**src/verilog/sdram_pkg.sv**
```systemverilog
package sdram_pkg;

  // ----------------------------------------------------------
  // field widths and address split
  // ----------------------------------------------------------
  localparam int ADDR_W    = 26;
  localparam int ROW_W     = 12;  // addr[25:14]
  localparam int BANK_W    = 2;   // addr[13:12]
  localparam int COL_W     = 12;  // addr[11:0]
  localparam int SD_ADDR_W = 13;
  localparam int MASK_W    = 4;

  localparam int BANK_LSB = COL_W;
  localparam int ROW_LSB  = COL_W + BANK_W;

  typedef enum logic [2:0] {
    NOOP = 3'd7,
    ACTV = 3'd3,
    READ = 3'd5,
    WRTE = 3'd4,
    PRCH = 3'd2,
    ARSR = 3'd1
  } sdram_cmd_e;

  localparam logic [SD_ADDR_W-1:0] PRCH_ALL_ADDR = 13'h0400;  // a10 only

  typedef struct packed {
    logic              req;
    logic              we;
    logic [ADDR_W-1:0] addr;
    logic [MASK_W-1:0] mask;
  } port_req_t;

  typedef struct packed {
    logic [BANK_W-1:0] bank;
    logic [ROW_W-1:0]  row;
  } page_t;

  typedef struct packed {
    logic  page_open;
    page_t open_page;
    logic  last_was_write;
    logic  refresh_due;
    logic  actv_settled;
    logic  ready;
  } tracker_status_t;

  typedef struct packed {
    sdram_cmd_e           cmd;
    logic [SD_ADDR_W-1:0] addr;
    logic [BANK_W-1:0]    bank;
  } sd_bus_t;

  // ----------------------------------------------------------
  // address helpers
  // ----------------------------------------------------------
  function automatic page_t page_of(input logic [ADDR_W-1:0] addr);
    page_t p;
    p.bank = addr[BANK_LSB +: BANK_W];
    p.row  = addr[ROW_LSB +: ROW_W];
    return p;
  endfunction

  function automatic logic [SD_ADDR_W-1:0] col_addr(input logic [ADDR_W-1:0] addr);
    return {addr[COL_W-1:0], 1'b0};
  endfunction

  // a10 kept clear so ACTV never looks like precharge-all
  function automatic logic [SD_ADDR_W-1:0] row_addr(input logic [ROW_W-1:0] row);
    return {row[11:10], 1'b0, row[9:0]};
  endfunction

endpackage

```
**src/verilog/request_capture.sv**
```systemverilog
module request_capture (
  input  logic                      INPUT_CLK,
  input  logic                      RST,
  input  sdram_pkg::port_req_t      rand_port,
  input  sdram_pkg::port_req_t      bulk_port,
  input  sdram_pkg::tracker_status_t status,
  output sdram_pkg::port_req_t      cap_rand,
  output sdram_pkg::port_req_t      cap_bulk,
  output logic                      hit_rand,
  output logic                      hit_bulk
);

  sdram_pkg::page_t page_rand;
  sdram_pkg::page_t page_bulk;
  logic             page_usable;
  logic             hit_rand_w;
  logic             hit_bulk_w;

  // ----------------------------------------------------------
  // page compare on the live requests
  // ----------------------------------------------------------
  assign page_rand = sdram_pkg::page_of(rand_port.addr);
  assign page_bulk = sdram_pkg::page_of(bulk_port.addr);

  // no hits while a refresh is owed, so the page gets closed
  assign page_usable = status.page_open && !status.refresh_due;

  always_comb
  begin
    hit_rand_w = 1'b0;
    hit_bulk_w = 1'b0;
    if (page_usable)
    begin
      hit_rand_w = rand_port.req && (page_rand == status.open_page);
      hit_bulk_w = bulk_port.req && (page_bulk == status.open_page);
    end
  end

  // ----------------------------------------------------------
  // capture registers
  // ----------------------------------------------------------
  always_ff @(posedge INPUT_CLK)
  begin
    if (!RST)
    begin
      cap_rand.req <= 1'b0;
      cap_bulk.req <= 1'b0;
      hit_rand     <= 1'b0;
      hit_bulk     <= 1'b0;
    end
    else
    begin
      cap_rand <= rand_port;
      cap_bulk <= bulk_port;
      hit_rand <= hit_rand_w;  // lines up with cap_rand
      hit_bulk <= hit_bulk_w;
    end
  end

endmodule

```
**src/verilog/command_select.sv**
```systemverilog
module command_select (
  input  logic                            INPUT_CLK,
  input  logic                            RST,
  input  sdram_pkg::port_req_t            cap_rand,
  input  sdram_pkg::port_req_t            cap_bulk,
  input  logic                            hit_rand,
  input  logic                            hit_bulk,
  input  sdram_pkg::tracker_status_t      status,
  output sdram_pkg::sd_bus_t              sd_bus,
  output logic                            grant_rand,
  output logic                            grant_bulk,
  output logic [sdram_pkg::MASK_W-1:0]    we_mask
);

  sdram_pkg::sdram_cmd_e              nxt_cmd;
  logic [sdram_pkg::SD_ADDR_W-1:0]    nxt_addr;
  logic [sdram_pkg::BANK_W-1:0]       nxt_bank;
  logic [sdram_pkg::MASK_W-1:0]       nxt_mask;
  logic                               nxt_grant_rand;
  logic                               nxt_grant_bulk;
  sdram_pkg::page_t                   page_rand;
  sdram_pkg::page_t                   page_bulk;
  sdram_pkg::page_t                   page_actv;
  logic                               any_pending;
  logic                               miss_pending;

  assign page_rand = sdram_pkg::page_of(cap_rand.addr);
  assign page_bulk = sdram_pkg::page_of(cap_bulk.addr);
  assign page_actv = cap_bulk.req ? page_bulk : page_rand;  // bulk opens first

  assign any_pending  = cap_bulk.req || cap_rand.req;
  assign miss_pending = (cap_bulk.req && !hit_bulk) || (cap_rand.req && !hit_rand);

  // ----------------------------------------------------------
  // priority pick
  // ----------------------------------------------------------
  always_comb
  begin
    nxt_cmd        = sdram_pkg::NOOP;
    nxt_addr       = sd_bus.addr;
    nxt_bank       = sd_bus.bank;
    nxt_mask       = we_mask;
    nxt_grant_rand = 1'b0;
    nxt_grant_bulk = 1'b0;
    if (status.ready)
    begin
      if (hit_bulk)
      begin
        nxt_cmd        = cap_bulk.we ? sdram_pkg::WRTE : sdram_pkg::READ;
        nxt_addr       = sdram_pkg::col_addr(cap_bulk.addr);
        nxt_bank       = page_bulk.bank;
        nxt_mask       = cap_bulk.mask;
        nxt_grant_bulk = 1'b1;
      end
      else if (hit_rand)
      begin
        nxt_cmd        = cap_rand.we ? sdram_pkg::WRTE : sdram_pkg::READ;
        nxt_addr       = sdram_pkg::col_addr(cap_rand.addr);
        nxt_bank       = page_rand.bank;
        nxt_mask       = cap_rand.mask;
        nxt_grant_rand = 1'b1;
      end
      else if (status.page_open)
      begin
        // close the page for a refresh or a miss, once tRAS is met
        if ((status.refresh_due || miss_pending) && status.actv_settled)
        begin
          nxt_cmd  = sdram_pkg::PRCH;
          nxt_addr = sdram_pkg::PRCH_ALL_ADDR;
          nxt_bank = status.open_page.bank;
        end
      end
      else if (status.refresh_due)
      begin
        nxt_cmd  = sdram_pkg::ARSR;
        nxt_addr = sdram_pkg::PRCH_ALL_ADDR;
        nxt_bank = '0;
      end
      else if (any_pending)
      begin
        nxt_cmd  = sdram_pkg::ACTV;
        nxt_addr = sdram_pkg::row_addr(page_actv.row);
        nxt_bank = page_actv.bank;
      end
    end
  end

  // ----------------------------------------------------------
  // command bus and grant registers
  // ----------------------------------------------------------
  always_ff @(posedge INPUT_CLK)
  begin
    if (!RST)
    begin
      sd_bus.cmd  <= sdram_pkg::NOOP;
      sd_bus.addr <= sdram_pkg::PRCH_ALL_ADDR;
      sd_bus.bank <= '0;
      grant_rand  <= 1'b0;
      grant_bulk  <= 1'b0;
      we_mask     <= '0;
    end
    else
    begin
      sd_bus.cmd  <= nxt_cmd;  // one cycle, NOOP otherwise
      sd_bus.addr <= nxt_addr;
      sd_bus.bank <= nxt_bank;
      grant_rand  <= nxt_grant_rand;
      grant_bulk  <= nxt_grant_bulk;
      we_mask     <= nxt_mask;
    end
  end

endmodule

```
**src/verilog/bank_tracker.sv**
```systemverilog
module bank_tracker #(
  parameter int T_CMD_WAIT = 2,
  parameter int T_RFC_WAIT = 10,
  parameter int T_RAS_WAIT = 4
) (
  input  logic                       INPUT_CLK,
  input  logic                       RST,
  input  logic                       refresh_strobe,
  input  sdram_pkg::sd_bus_t         sd_bus,
  output sdram_pkg::tracker_status_t status
);

  // the command cycle itself already counts as one cycle of wait
  localparam int CMD_LOAD = (T_CMD_WAIT > 0) ? T_CMD_WAIT - 1 : 0;
  localparam int RFC_LOAD = (T_RFC_WAIT > 0) ? T_RFC_WAIT - 1 : 0;
  localparam int RAS_LOAD = (T_RAS_WAIT > 2) ? T_RAS_WAIT - 2 : 0;
  localparam int MAX_WAIT = (T_RFC_WAIT > T_CMD_WAIT) ? T_RFC_WAIT : T_CMD_WAIT;
  localparam int TMR_W    = $clog2(MAX_WAIT + 1);
  localparam int RAS_W    = $clog2(RAS_LOAD + 2);

  logic [TMR_W-1:0]  wait_cnt;
  logic [RAS_W-1:0]  settle_cnt;
  logic              page_open;
  sdram_pkg::page_t  open_page;
  logic              last_was_write;
  logic              strobe_q;
  logic              refresh_ack;
  logic              cmd_seen;

  assign cmd_seen = (sd_bus.cmd != sdram_pkg::NOOP);

  // ----------------------------------------------------------
  // page, refresh and timer state
  // ----------------------------------------------------------
  always_ff @(posedge INPUT_CLK)
  begin
    if (!RST)
    begin
      wait_cnt       <= TMR_W'(MAX_WAIT);  // initial wait
      settle_cnt     <= '0;
      page_open      <= 1'b0;
      open_page      <= '0;
      last_was_write <= 1'b0;
      strobe_q       <= 1'b0;
      refresh_ack    <= 1'b0;
    end
    else
    begin
      strobe_q <= refresh_strobe;
      if (wait_cnt != '0)
        wait_cnt <= wait_cnt - 1'b1;
      if (settle_cnt != '0)
        settle_cnt <= settle_cnt - 1'b1;

      case (sd_bus.cmd)
        sdram_pkg::ACTV:
        begin
          page_open      <= 1'b1;
          open_page.bank <= sd_bus.bank;
          open_page.row  <= {sd_bus.addr[12:11], sd_bus.addr[9:0]};  // undo row rule
          wait_cnt       <= TMR_W'(CMD_LOAD);
          settle_cnt     <= RAS_W'(RAS_LOAD);
        end
        sdram_pkg::PRCH:
        begin
          page_open <= 1'b0;
          wait_cnt  <= TMR_W'(CMD_LOAD);
        end
        sdram_pkg::READ:
        begin
          last_was_write <= 1'b0;
          wait_cnt       <= TMR_W'(CMD_LOAD);
        end
        sdram_pkg::WRTE:
        begin
          last_was_write <= 1'b1;
          wait_cnt       <= TMR_W'(CMD_LOAD);
        end
        sdram_pkg::ARSR:
        begin
          refresh_ack <= strobe_q;  // pays off the owed refresh
          wait_cnt    <= TMR_W'(RFC_LOAD);
        end
        default:
        begin
        end
      endcase
    end
  end

  // ----------------------------------------------------------
  // status out
  // ----------------------------------------------------------
  assign status.page_open      = page_open;
  assign status.open_page      = open_page;
  assign status.last_was_write = last_was_write;
  assign status.refresh_due    = strobe_q ^ refresh_ack;
  assign status.actv_settled   = (settle_cnt == '0);
  assign status.ready          = (wait_cnt == '0) && !cmd_seen;  // low while bus busy

endmodule

```
**src/verilog/sdram_scheduler.sv**
```systemverilog
module sdram_scheduler #(
  parameter int T_CMD_WAIT = 2,
  parameter int T_RFC_WAIT = 10,
  parameter int T_RAS_WAIT = 4
) (
  input  logic                         INPUT_CLK,
  input  logic                         RST,
  input  sdram_pkg::port_req_t         rand_port,
  input  sdram_pkg::port_req_t         bulk_port,
  input  logic                         refresh_strobe,
  output sdram_pkg::sd_bus_t           sd_bus,
  output logic                         grant_rand,
  output logic                         grant_bulk,
  output logic [sdram_pkg::MASK_W-1:0] we_mask
);

  sdram_pkg::port_req_t       cap_rand;
  sdram_pkg::port_req_t       cap_bulk;
  logic                       hit_rand;
  logic                       hit_bulk;
  sdram_pkg::tracker_status_t status;

  // stage 1
  request_capture u_capture (
    .INPUT_CLK (INPUT_CLK),
    .RST       (RST),
    .rand_port (rand_port),
    .bulk_port (bulk_port),
    .status    (status),
    .cap_rand  (cap_rand),
    .cap_bulk  (cap_bulk),
    .hit_rand  (hit_rand),
    .hit_bulk  (hit_bulk)
  );

  // stage 2
  command_select u_select (
    .INPUT_CLK  (INPUT_CLK),
    .RST        (RST),
    .cap_rand   (cap_rand),
    .cap_bulk   (cap_bulk),
    .hit_rand   (hit_rand),
    .hit_bulk   (hit_bulk),
    .status     (status),
    .sd_bus     (sd_bus),
    .grant_rand (grant_rand),
    .grant_bulk (grant_bulk),
    .we_mask    (we_mask)
  );

  // stage 3, status fed back to stages 1 and 2
  bank_tracker #(
    .T_CMD_WAIT (T_CMD_WAIT),
    .T_RFC_WAIT (T_RFC_WAIT),
    .T_RAS_WAIT (T_RAS_WAIT)
  ) u_tracker (
    .INPUT_CLK      (INPUT_CLK),
    .RST            (RST),
    .refresh_strobe (refresh_strobe),
    .sd_bus         (sd_bus),
    .status         (status)
  );

endmodule

```
**config.mk**
```make
export PLATFORM = sky130hd
export DESIGN_NAME = sdram_scheduler
export DESIGN_NICKNAME = d
export VERILOG_FILES = /design/src/verilog/sdram_pkg.sv /design/src/verilog/request_capture.sv /design/src/verilog/command_select.sv /design/src/verilog/bank_tracker.sv /design/src/verilog/sdram_scheduler.sv
export SDC_FILE = /design/constraint.sdc
export NUM_CORES = 1
export LEC_CHECK = 0
export ABC_AREA = 0
export BUFFER_PORTS_ARGS = -buffer_cell sky130_fd_sc_hd__buf_2
export CAP_MARGIN = 20
export CORE_MARGIN = 2
export CORE_UTILIZATION = 50
export DETAILED_ROUTE_END_ITERATION = 6
export PLACE_DENSITY = 0.81
export SKIP_CTS_REPAIR_TIMING = 1
export SYNTH_ARGS = -nofsm -noshare
export SYNTH_HDL_FRONTEND = slang
export SYNTH_SLANG_ARGS = --single-unit
```
**constraint.sdc**
```tcl
create_clock -name INPUT_CLK -period 1.85 [get_ports INPUT_CLK]
set_input_delay 0.37 -clock INPUT_CLK [delete_from_list [all_inputs] [get_ports INPUT_CLK]]
set_output_delay 0.37 -clock INPUT_CLK [all_outputs]
set_load 0.02 [all_outputs]
```
==> results.md, run 1 <==
- Overall routing resource usage: about 22%
- Drt wl/cell: about 17 µm
- Post-synth cell types: 46
- Top cells by count, synth: edfxtp_1, nand2_1, dfxtp_1, mux2i_1, xnor2_1
- Min-Delay Path Class: in -> reg
- Setup TNS: 0 ns
- Maximum capacitance violations: 0
- Leakage power: ~2.5 nW
- Layout Nets: between 500 and 600
- Top Ports: 91
- PwrDens: 1090 mW/mm²
- DP Worst Slack: -0.0123 ns
- Area leader, netlist: edfxtp_1
- CTS tree: done
- # fillers: ~700
- HPWL Detailed: around 7500 µm
- Cell with the most instances after synthesis: edfxtp_1
- Cell area after layout: ~0.006 mm²
- Ys async rst share: 0%
- Root Driver: clkbuf_8
- Vias: around 3600
- VDD IR max: roughly 0.68 mV
- Final setup fails: 0
- Synthesized cell area: roughly 0.0048 mm²
- Area Growth Syn to Fin: 27.0%
- Yosys top cell area share: 38.8%
- Worst EP required: ~2.2 ns
- GP Congestion: between 0.8 and 0.9
- Synthesized area per cell: 11.9 µm²
- Final WS setup: 0.114 ns
- Core area: between 0.009 and 0.01 mm²
- Sequential share of the synthesized area: approximately 60%
- Critical path arrival: ~2.1 ns
- Antenna-violating nets left: 0
- Residual DRC count: 0
- Chip Height: 102 µm
- CTS Sinks: about 110
- Clock transition at the registers of the reported paths: 0.06 ns
- Slew Viols, Final: 0
- Critical Path Sink Type: register
- Worst-skew pair later-pin latency: about 0.52 ns
- Total CTS buffers: 17
- First-pass GRT wire length: around 17000 µm
- Crit path kind: reg -> reg
- Worst-Margin Slew: ~0.44 ns
- Worst Hold Slack: between 0.02 and 0.03 ns
- Antenna violations before repair: 0
- Run status: finished clean
- CP Max Fanout: 7
- Gr ovfl total: 0
- Diodes inserted: 0
- CTS max path bufs: 2
- Die outline area: about 0.010 mm²
- Yosys Warn Count: 0
- Detailed-route vias per instance: around 5.5
- Max Clock Freq: slightly below 0.6 GHz
- I/O Buffers: 90
- Final hold violations: 0
- Prevailing post-synth register cell: edfxtp_1
- EDFF count, synth: a little over 60
- CTS H-tree depth: 4
- Vias in the first global route: 3504
- Post-placement cell area: about 0.0055 mm²
- Tmin final: roughly 1.7 ns
- Gate Count Post-Synth: 404
- CP Launch Type: register
- Post-Syn Nets: around 470
- Worst Skew: between 0.01 and 0.015 ns
- FF+latch count, synth: between 100 and 150
- Initial Util: about half
- Num rows: 35
- Slew HR: just over 70%
- Initial DRC Count: roughly 220
- Top post-synthesis cells by area: edfxtp_1, dfxtp_1, mux2i_1, nand2_1, xnor2_1
- Fin crit share: 93.8%
- Share of cells above drive strength 1: 29.3%
- Largest net degree at the start of global routing: ~100
- WL final: 11000 µm
- RSZ-0062 raised after global routing: no
- Die Span X: 102 µm
- Drt first pass iters: 4
==> layout by cell type, fill, tap and decap left out, types with 3 or more instances in the layout <==
cell / n
dfxtp_1: 51
nor3_1: 4
nor2_1: 5
clkbuf_16: 16
nand4b_1: 3
xor2_1: 8
o211a_1: 5
edfxtp_1: 62
nand2b_1: 13
clkinv_2: 4
nor2b_1: 3
clkinvlp_4: 4
nand2_1: 58
xnor2_1: 23
bufinv_16: 4
a21boi_0: 15
and2_1: 3
o21ai_0: 6
mux2i_1: 29
buf_4: 17
buf_2: 89
nand4_1: 7
a21oi_1: 13
inv_1: 4
nand3_1: 20
o21bai_1: 4
o31ai_1: 11
==> cells by family (layout without fill, tap and decap cells) <==
family,count (synthesis),in the layout,synth area share (%)
AOI/OAI and AO/OA,65,66,10.2
xor gates and xnor gates,32,32,6.00
adders and majority gates,3,3,0.782
buffers and inverters,27,144,2.35
DFF,113,113,60.1
muxes,31,31,6.52
and+or+nand+nor,133,133,14.0
==> report_power, final <==
group	total, mW	switching [mW]	internal, mW	leakage (nW)
combinational	0.474	0.257	0.217	1.17
clock	3.29	1.12	2.17	0.287
sequential	2.86	0.0620	2.80	1.02
==> sequential cells by signal, summed over array words and instances (netlist names), 2 cells and up <==
name,count
u_tracker.status,14
u_tracker.settle_cnt,2
u_select.we_mask,4
u_capture.cap_rand,32
u_tracker.wait_cnt,4
u_select.sd_bus,18
u_capture.cap_bulk,32
==> layout make-up <==
cell class	instances	area, µm²	share of cell area, %
tap	129	161	2.65
clock buffer	17	414	6.79
multi-input combinational	265	1830	30.1
sequential	113	2880	47.3
clock inverter	15	191	3.14
timing repair buffer	107	593	9.73
inverter	5	18.8	0.308
==> routing by layer <==
layer	global-route usage (%)	up-vias	routed length, µm
met4	11.5	0	422
met1	26.2	1691	4450
met3	6.22	35	738
li1	-	1679	-
met5	0	-	0
met2	37.4	151	5400
==> metrics by stage <==
step                      cells  power, mW  util, %
final                       651       6.63     65.7
after global placement      618       3.34     58.8
after CTS                   650       6.65     65.3
after global routing        651       6.85     65.7
after floorplan             404       3.15        -
after detailed placement    618       3.36     58.8
==> final timing paths <==
check                                     start                                to  slack, ns  cells after the start
min                                bulk_port[6]   u_capture.cap_bulk[6]$_DFFE_PP_       0.03                      1
min reg2reg     u_select.sd_bus[4]$_SDFFE_PN0P_   u_select.sd_bus[4]$_SDFFE_PN0P_       0.49                      2
max          u_tracker.wait_cnt[1]$_SDFFE_PN1P_  u_select.sd_bus[14]$_SDFFE_PN0P_       0.11                      6
max reg2reg  u_tracker.wait_cnt[1]$_SDFFE_PN1P_  u_select.sd_bus[14]$_SDFFE_PN0P_       0.11                      6
==> worst max-delay path, cell delays in order, from the launching register on <==
cell      delay [ns]
dfxtp_1         0.32
inv_1           0.08
ha_2            0.19
or3b_4          0.42
nor2_4          0.20
o211ai_4        0.20
mux2i_1         0.17
(Power assumes the default switching activity.)
==> run 2: changes to the inputs <==
- ABC_AREA: 0 -> 1
- CELL_PAD_IN_SITES_DETAIL_PLACEMENT: unset -> 0
- CELL_PAD_IN_SITES_GLOBAL_PLACEMENT: unset -> 1
- CORE_UTILIZATION: 50 -> 38
==> run 2 against run 1 <==
Effect of this change:
- maximum frequency up 5.2%
- sequential power about the same
- synthesized cell count up 27%
- via count up 10%
- hold slack better by 0.11 ns
- register-to-register slack better by 0.09 ns
- first-iteration DRC count up 14%
- die area up 30%
- sequential share of layout area up 0.19 points
- clock skew down 0.0032 ns
- largest cell class unchanged
==> results.md, run 2 <==
- Run status: finished clean
- CTS tree: done
- Slew HR: between 60% and 70%
- Num rows: 41
- Antenna-violating nets left: 0
- Worst-skew pair later-pin latency: between 0.4 and 0.5 ns
- Drt first pass iters: 4
- Die Span X: between 100 and 150 µm
- CP Launch Type: register
- I/O Buffers: 90
- CTS Sinks: between 100 and 150
- Yosys top cell area share: slightly below 40%
- Top cells by count, synth: nand2_1, edfxtp_1, nor2_1, dfxtp_1, inv_1
- EDFF count, synth: 62
- Critical Path Sink Type: register
- HPWL Detailed: about 9000 µm
- CTS H-tree depth: 4
- Overall power: roughly 6.5 mW
- Synthesized area per cell: between 9 and 10 µm²
- Gate Count Post-Synth: 515
- Sequential share of the synthesized area: 60.1%
- Cell with the most instances after synthesis: nand2_1
- Final setup fails: 0
- Antenna violations before repair: 0
- Area Growth Syn to Fin: 26.6%
- Vias in the first global route: about 3800
- Overall routing resource usage: a little under a fifth
- Area leader, netlist: edfxtp_1
- Seq pwr share: about 45%
- Worst Hold Slack: approximately 0.13 ns
- NetSw: 1.41 mW
- Regs by FF count: u_capture.cap_bulk: 32 flops, u_capture.cap_rand: 32 flops, u_select.sd_bus: 18 flops
- Total CTS buffers: 17
- Final core utilization: 48.7%
- Clock transition at the registers of the reported paths: approximately 0.050 ns
- CP Max Fanout: 11
- Diodes inserted: 0
- Root Driver: clkbuf_16
- # fillers: 1175
- Prevailing post-synth register cell: edfxtp_1
- Initial Util: about 38%
- Max Clock Freq: between 0.6 and 0.7 GHz
- Most frequent cells in the layout: nand2_1, buf_2, edfxtp_1, nor2_1, dfxtp_1
- Largest net degree at the start of global routing: slightly above 70
- Comb pwr share: 7.5%
- Placed cell count: roughly 770
- Initial DRC Count: ~250
- Slew Viols, Final: 0
- Vias: ~3900
- Worst Skew: a little under 0.007 ns
- WL final: 12000 µm
- Post-placement cell area: roughly 0.0055 mm²
- Crit path kind: reg -> reg
- Residual DRC count: 0
- Layout Nets: a little under 700
- Top Ports: 91
- Chip Height: between 100 and 150 µm
- Most common cell after layout, fill and taps aside: nand2_1
- Final hold violations: 0
- Share of cells above drive strength 1: a little under a quarter
- Pint: about 5.1 mW
- Maximum capacitance violations: 0
- Worst-Margin Slew: approximately 0.53 ns
- Setup TNS: 0 ns
- Cell area after layout: a little over 0.006 mm²
- RSZ-0062 raised after global routing: no
- PwrDens: 1070 mW/mm²
- Yosys Warn Count: 0
- Worst EP required: approximately 2.2 ns
- VDD IR max: approximately 0.55 mV
- GP Congestion: roughly 0.85
- Layout Cells excl Fill: between 800 and 900
- Clk pwr share: a little under half
- Detailed-route vias per instance: approximately 4.9
- Top post-synthesis cells by area: edfxtp_1, dfxtp_1, nand2_1, nor2_1, a21oi_1
- Ys async rst share: 0%
- Core area: between 0.01 and 0.015 mm²
- Gr ovfl total: 0
- Drt wl/cell: between 10 and 15 µm
- Critical path arrival: around 2.0 ns
- Min-Delay Path Class: in -> reg
- Leakage power: 2.71 nW
- Post-synth cell types: 32
- Synthesized cell area: between 0.004 and 0.005 mm²
- Tmin final: ~1.7 ns
- Fin crit share: 89.2%
- First-pass GRT wire length: 18500 µm
- Post-Syn Nets: 585
- DP Worst Slack: ~0.13 ns
- FF+latch count, synth: about 110
- Final WS setup: ~0.20 ns
- Net Sw Frac: a little over a fifth
- Die outline area: 0.0135 mm²
- CTS max path bufs: 2
## run 2: path summary, 6_finish.rpt
| path | startpoint | endpoint | slack (ns) | depth (start not counted) |
|---|---|---|---|---|
| setup / recovery | u_tracker.wait_cnt[0]$_SDFFE_PN0P_ | u_select.sd_bus[11]$_SDFFE_PN0P_ | 0.20 | 8 |
| hold reg to reg | u_tracker.settle_cnt[0]$_SDFFE_PP0P_ | u_tracker.settle_cnt[0]$_SDFFE_PP0P_ | 0.44 | 1 |
| setup reg to reg | u_tracker.wait_cnt[0]$_SDFFE_PN0P_ | u_select.sd_bus[11]$_SDFFE_PN0P_ | 0.20 | 8 |
| hold / removal | rand_port[14] | u_capture.cap_rand[14]$_DFFE_PP_ | 0.13 | 1 |
## run 2: power by group through the flow
stage	Sequential, mW	Combinational [mW]	Clock, mW
final	2.88	0.485	3.10
after CTS	2.88	0.489	3.14
after detailed placement	2.93	0.486	0
after global placement	2.93	0.474	0
after floorplan	2.92	0.266	0
after global routing	2.90	0.548	3.25
## run 2: critical path: stages (launching register included)
cell,delay [ns]
dfxtp_1,0.29
inv_1,0.13
ha_1,0.21
nand3_4,0.13
nor3_4,0.26
nand3_4,0.22
inv_4,0.18
nor2_1,0.05
nor2_1,0.10
## run 2: final cells by class
class	instances	area (µm²)	share of cell area, %
sequential	113	2880	47.5
multi-input combinational	338	1660	27.4
timing repair buffer	104	571	9.40
clock buffer	26	520	8.57
tap	172	215	3.54
inverter	44	168	2.76
clock inverter	6	52.6	0.866
## run 2: metal layers
metal | vias up | part of all wire [%] | global-route usage, %
li1 | 1950 | - | -
met1 | 1850 | 42 | 21.5
met2 | 104 | 51 | 31.9
met3 | 9 | 5.9 | 5.19
met4 | 0 | 1.1 | 6.27
met5 | - | 0 | 0
## run 2: logic make-up (layout without fill, tap and decap cells)
group	count (synthesis)	after routing	synth area share, %
mux	2	2	0.417
simple gates	247	247	22.8
fa+ha+maj	3	3	0.783
compound gates	75	75	8.66
flops	113	113	60.1
xor+xnor	11	11	2.01
buf+inv	64	180	5.27
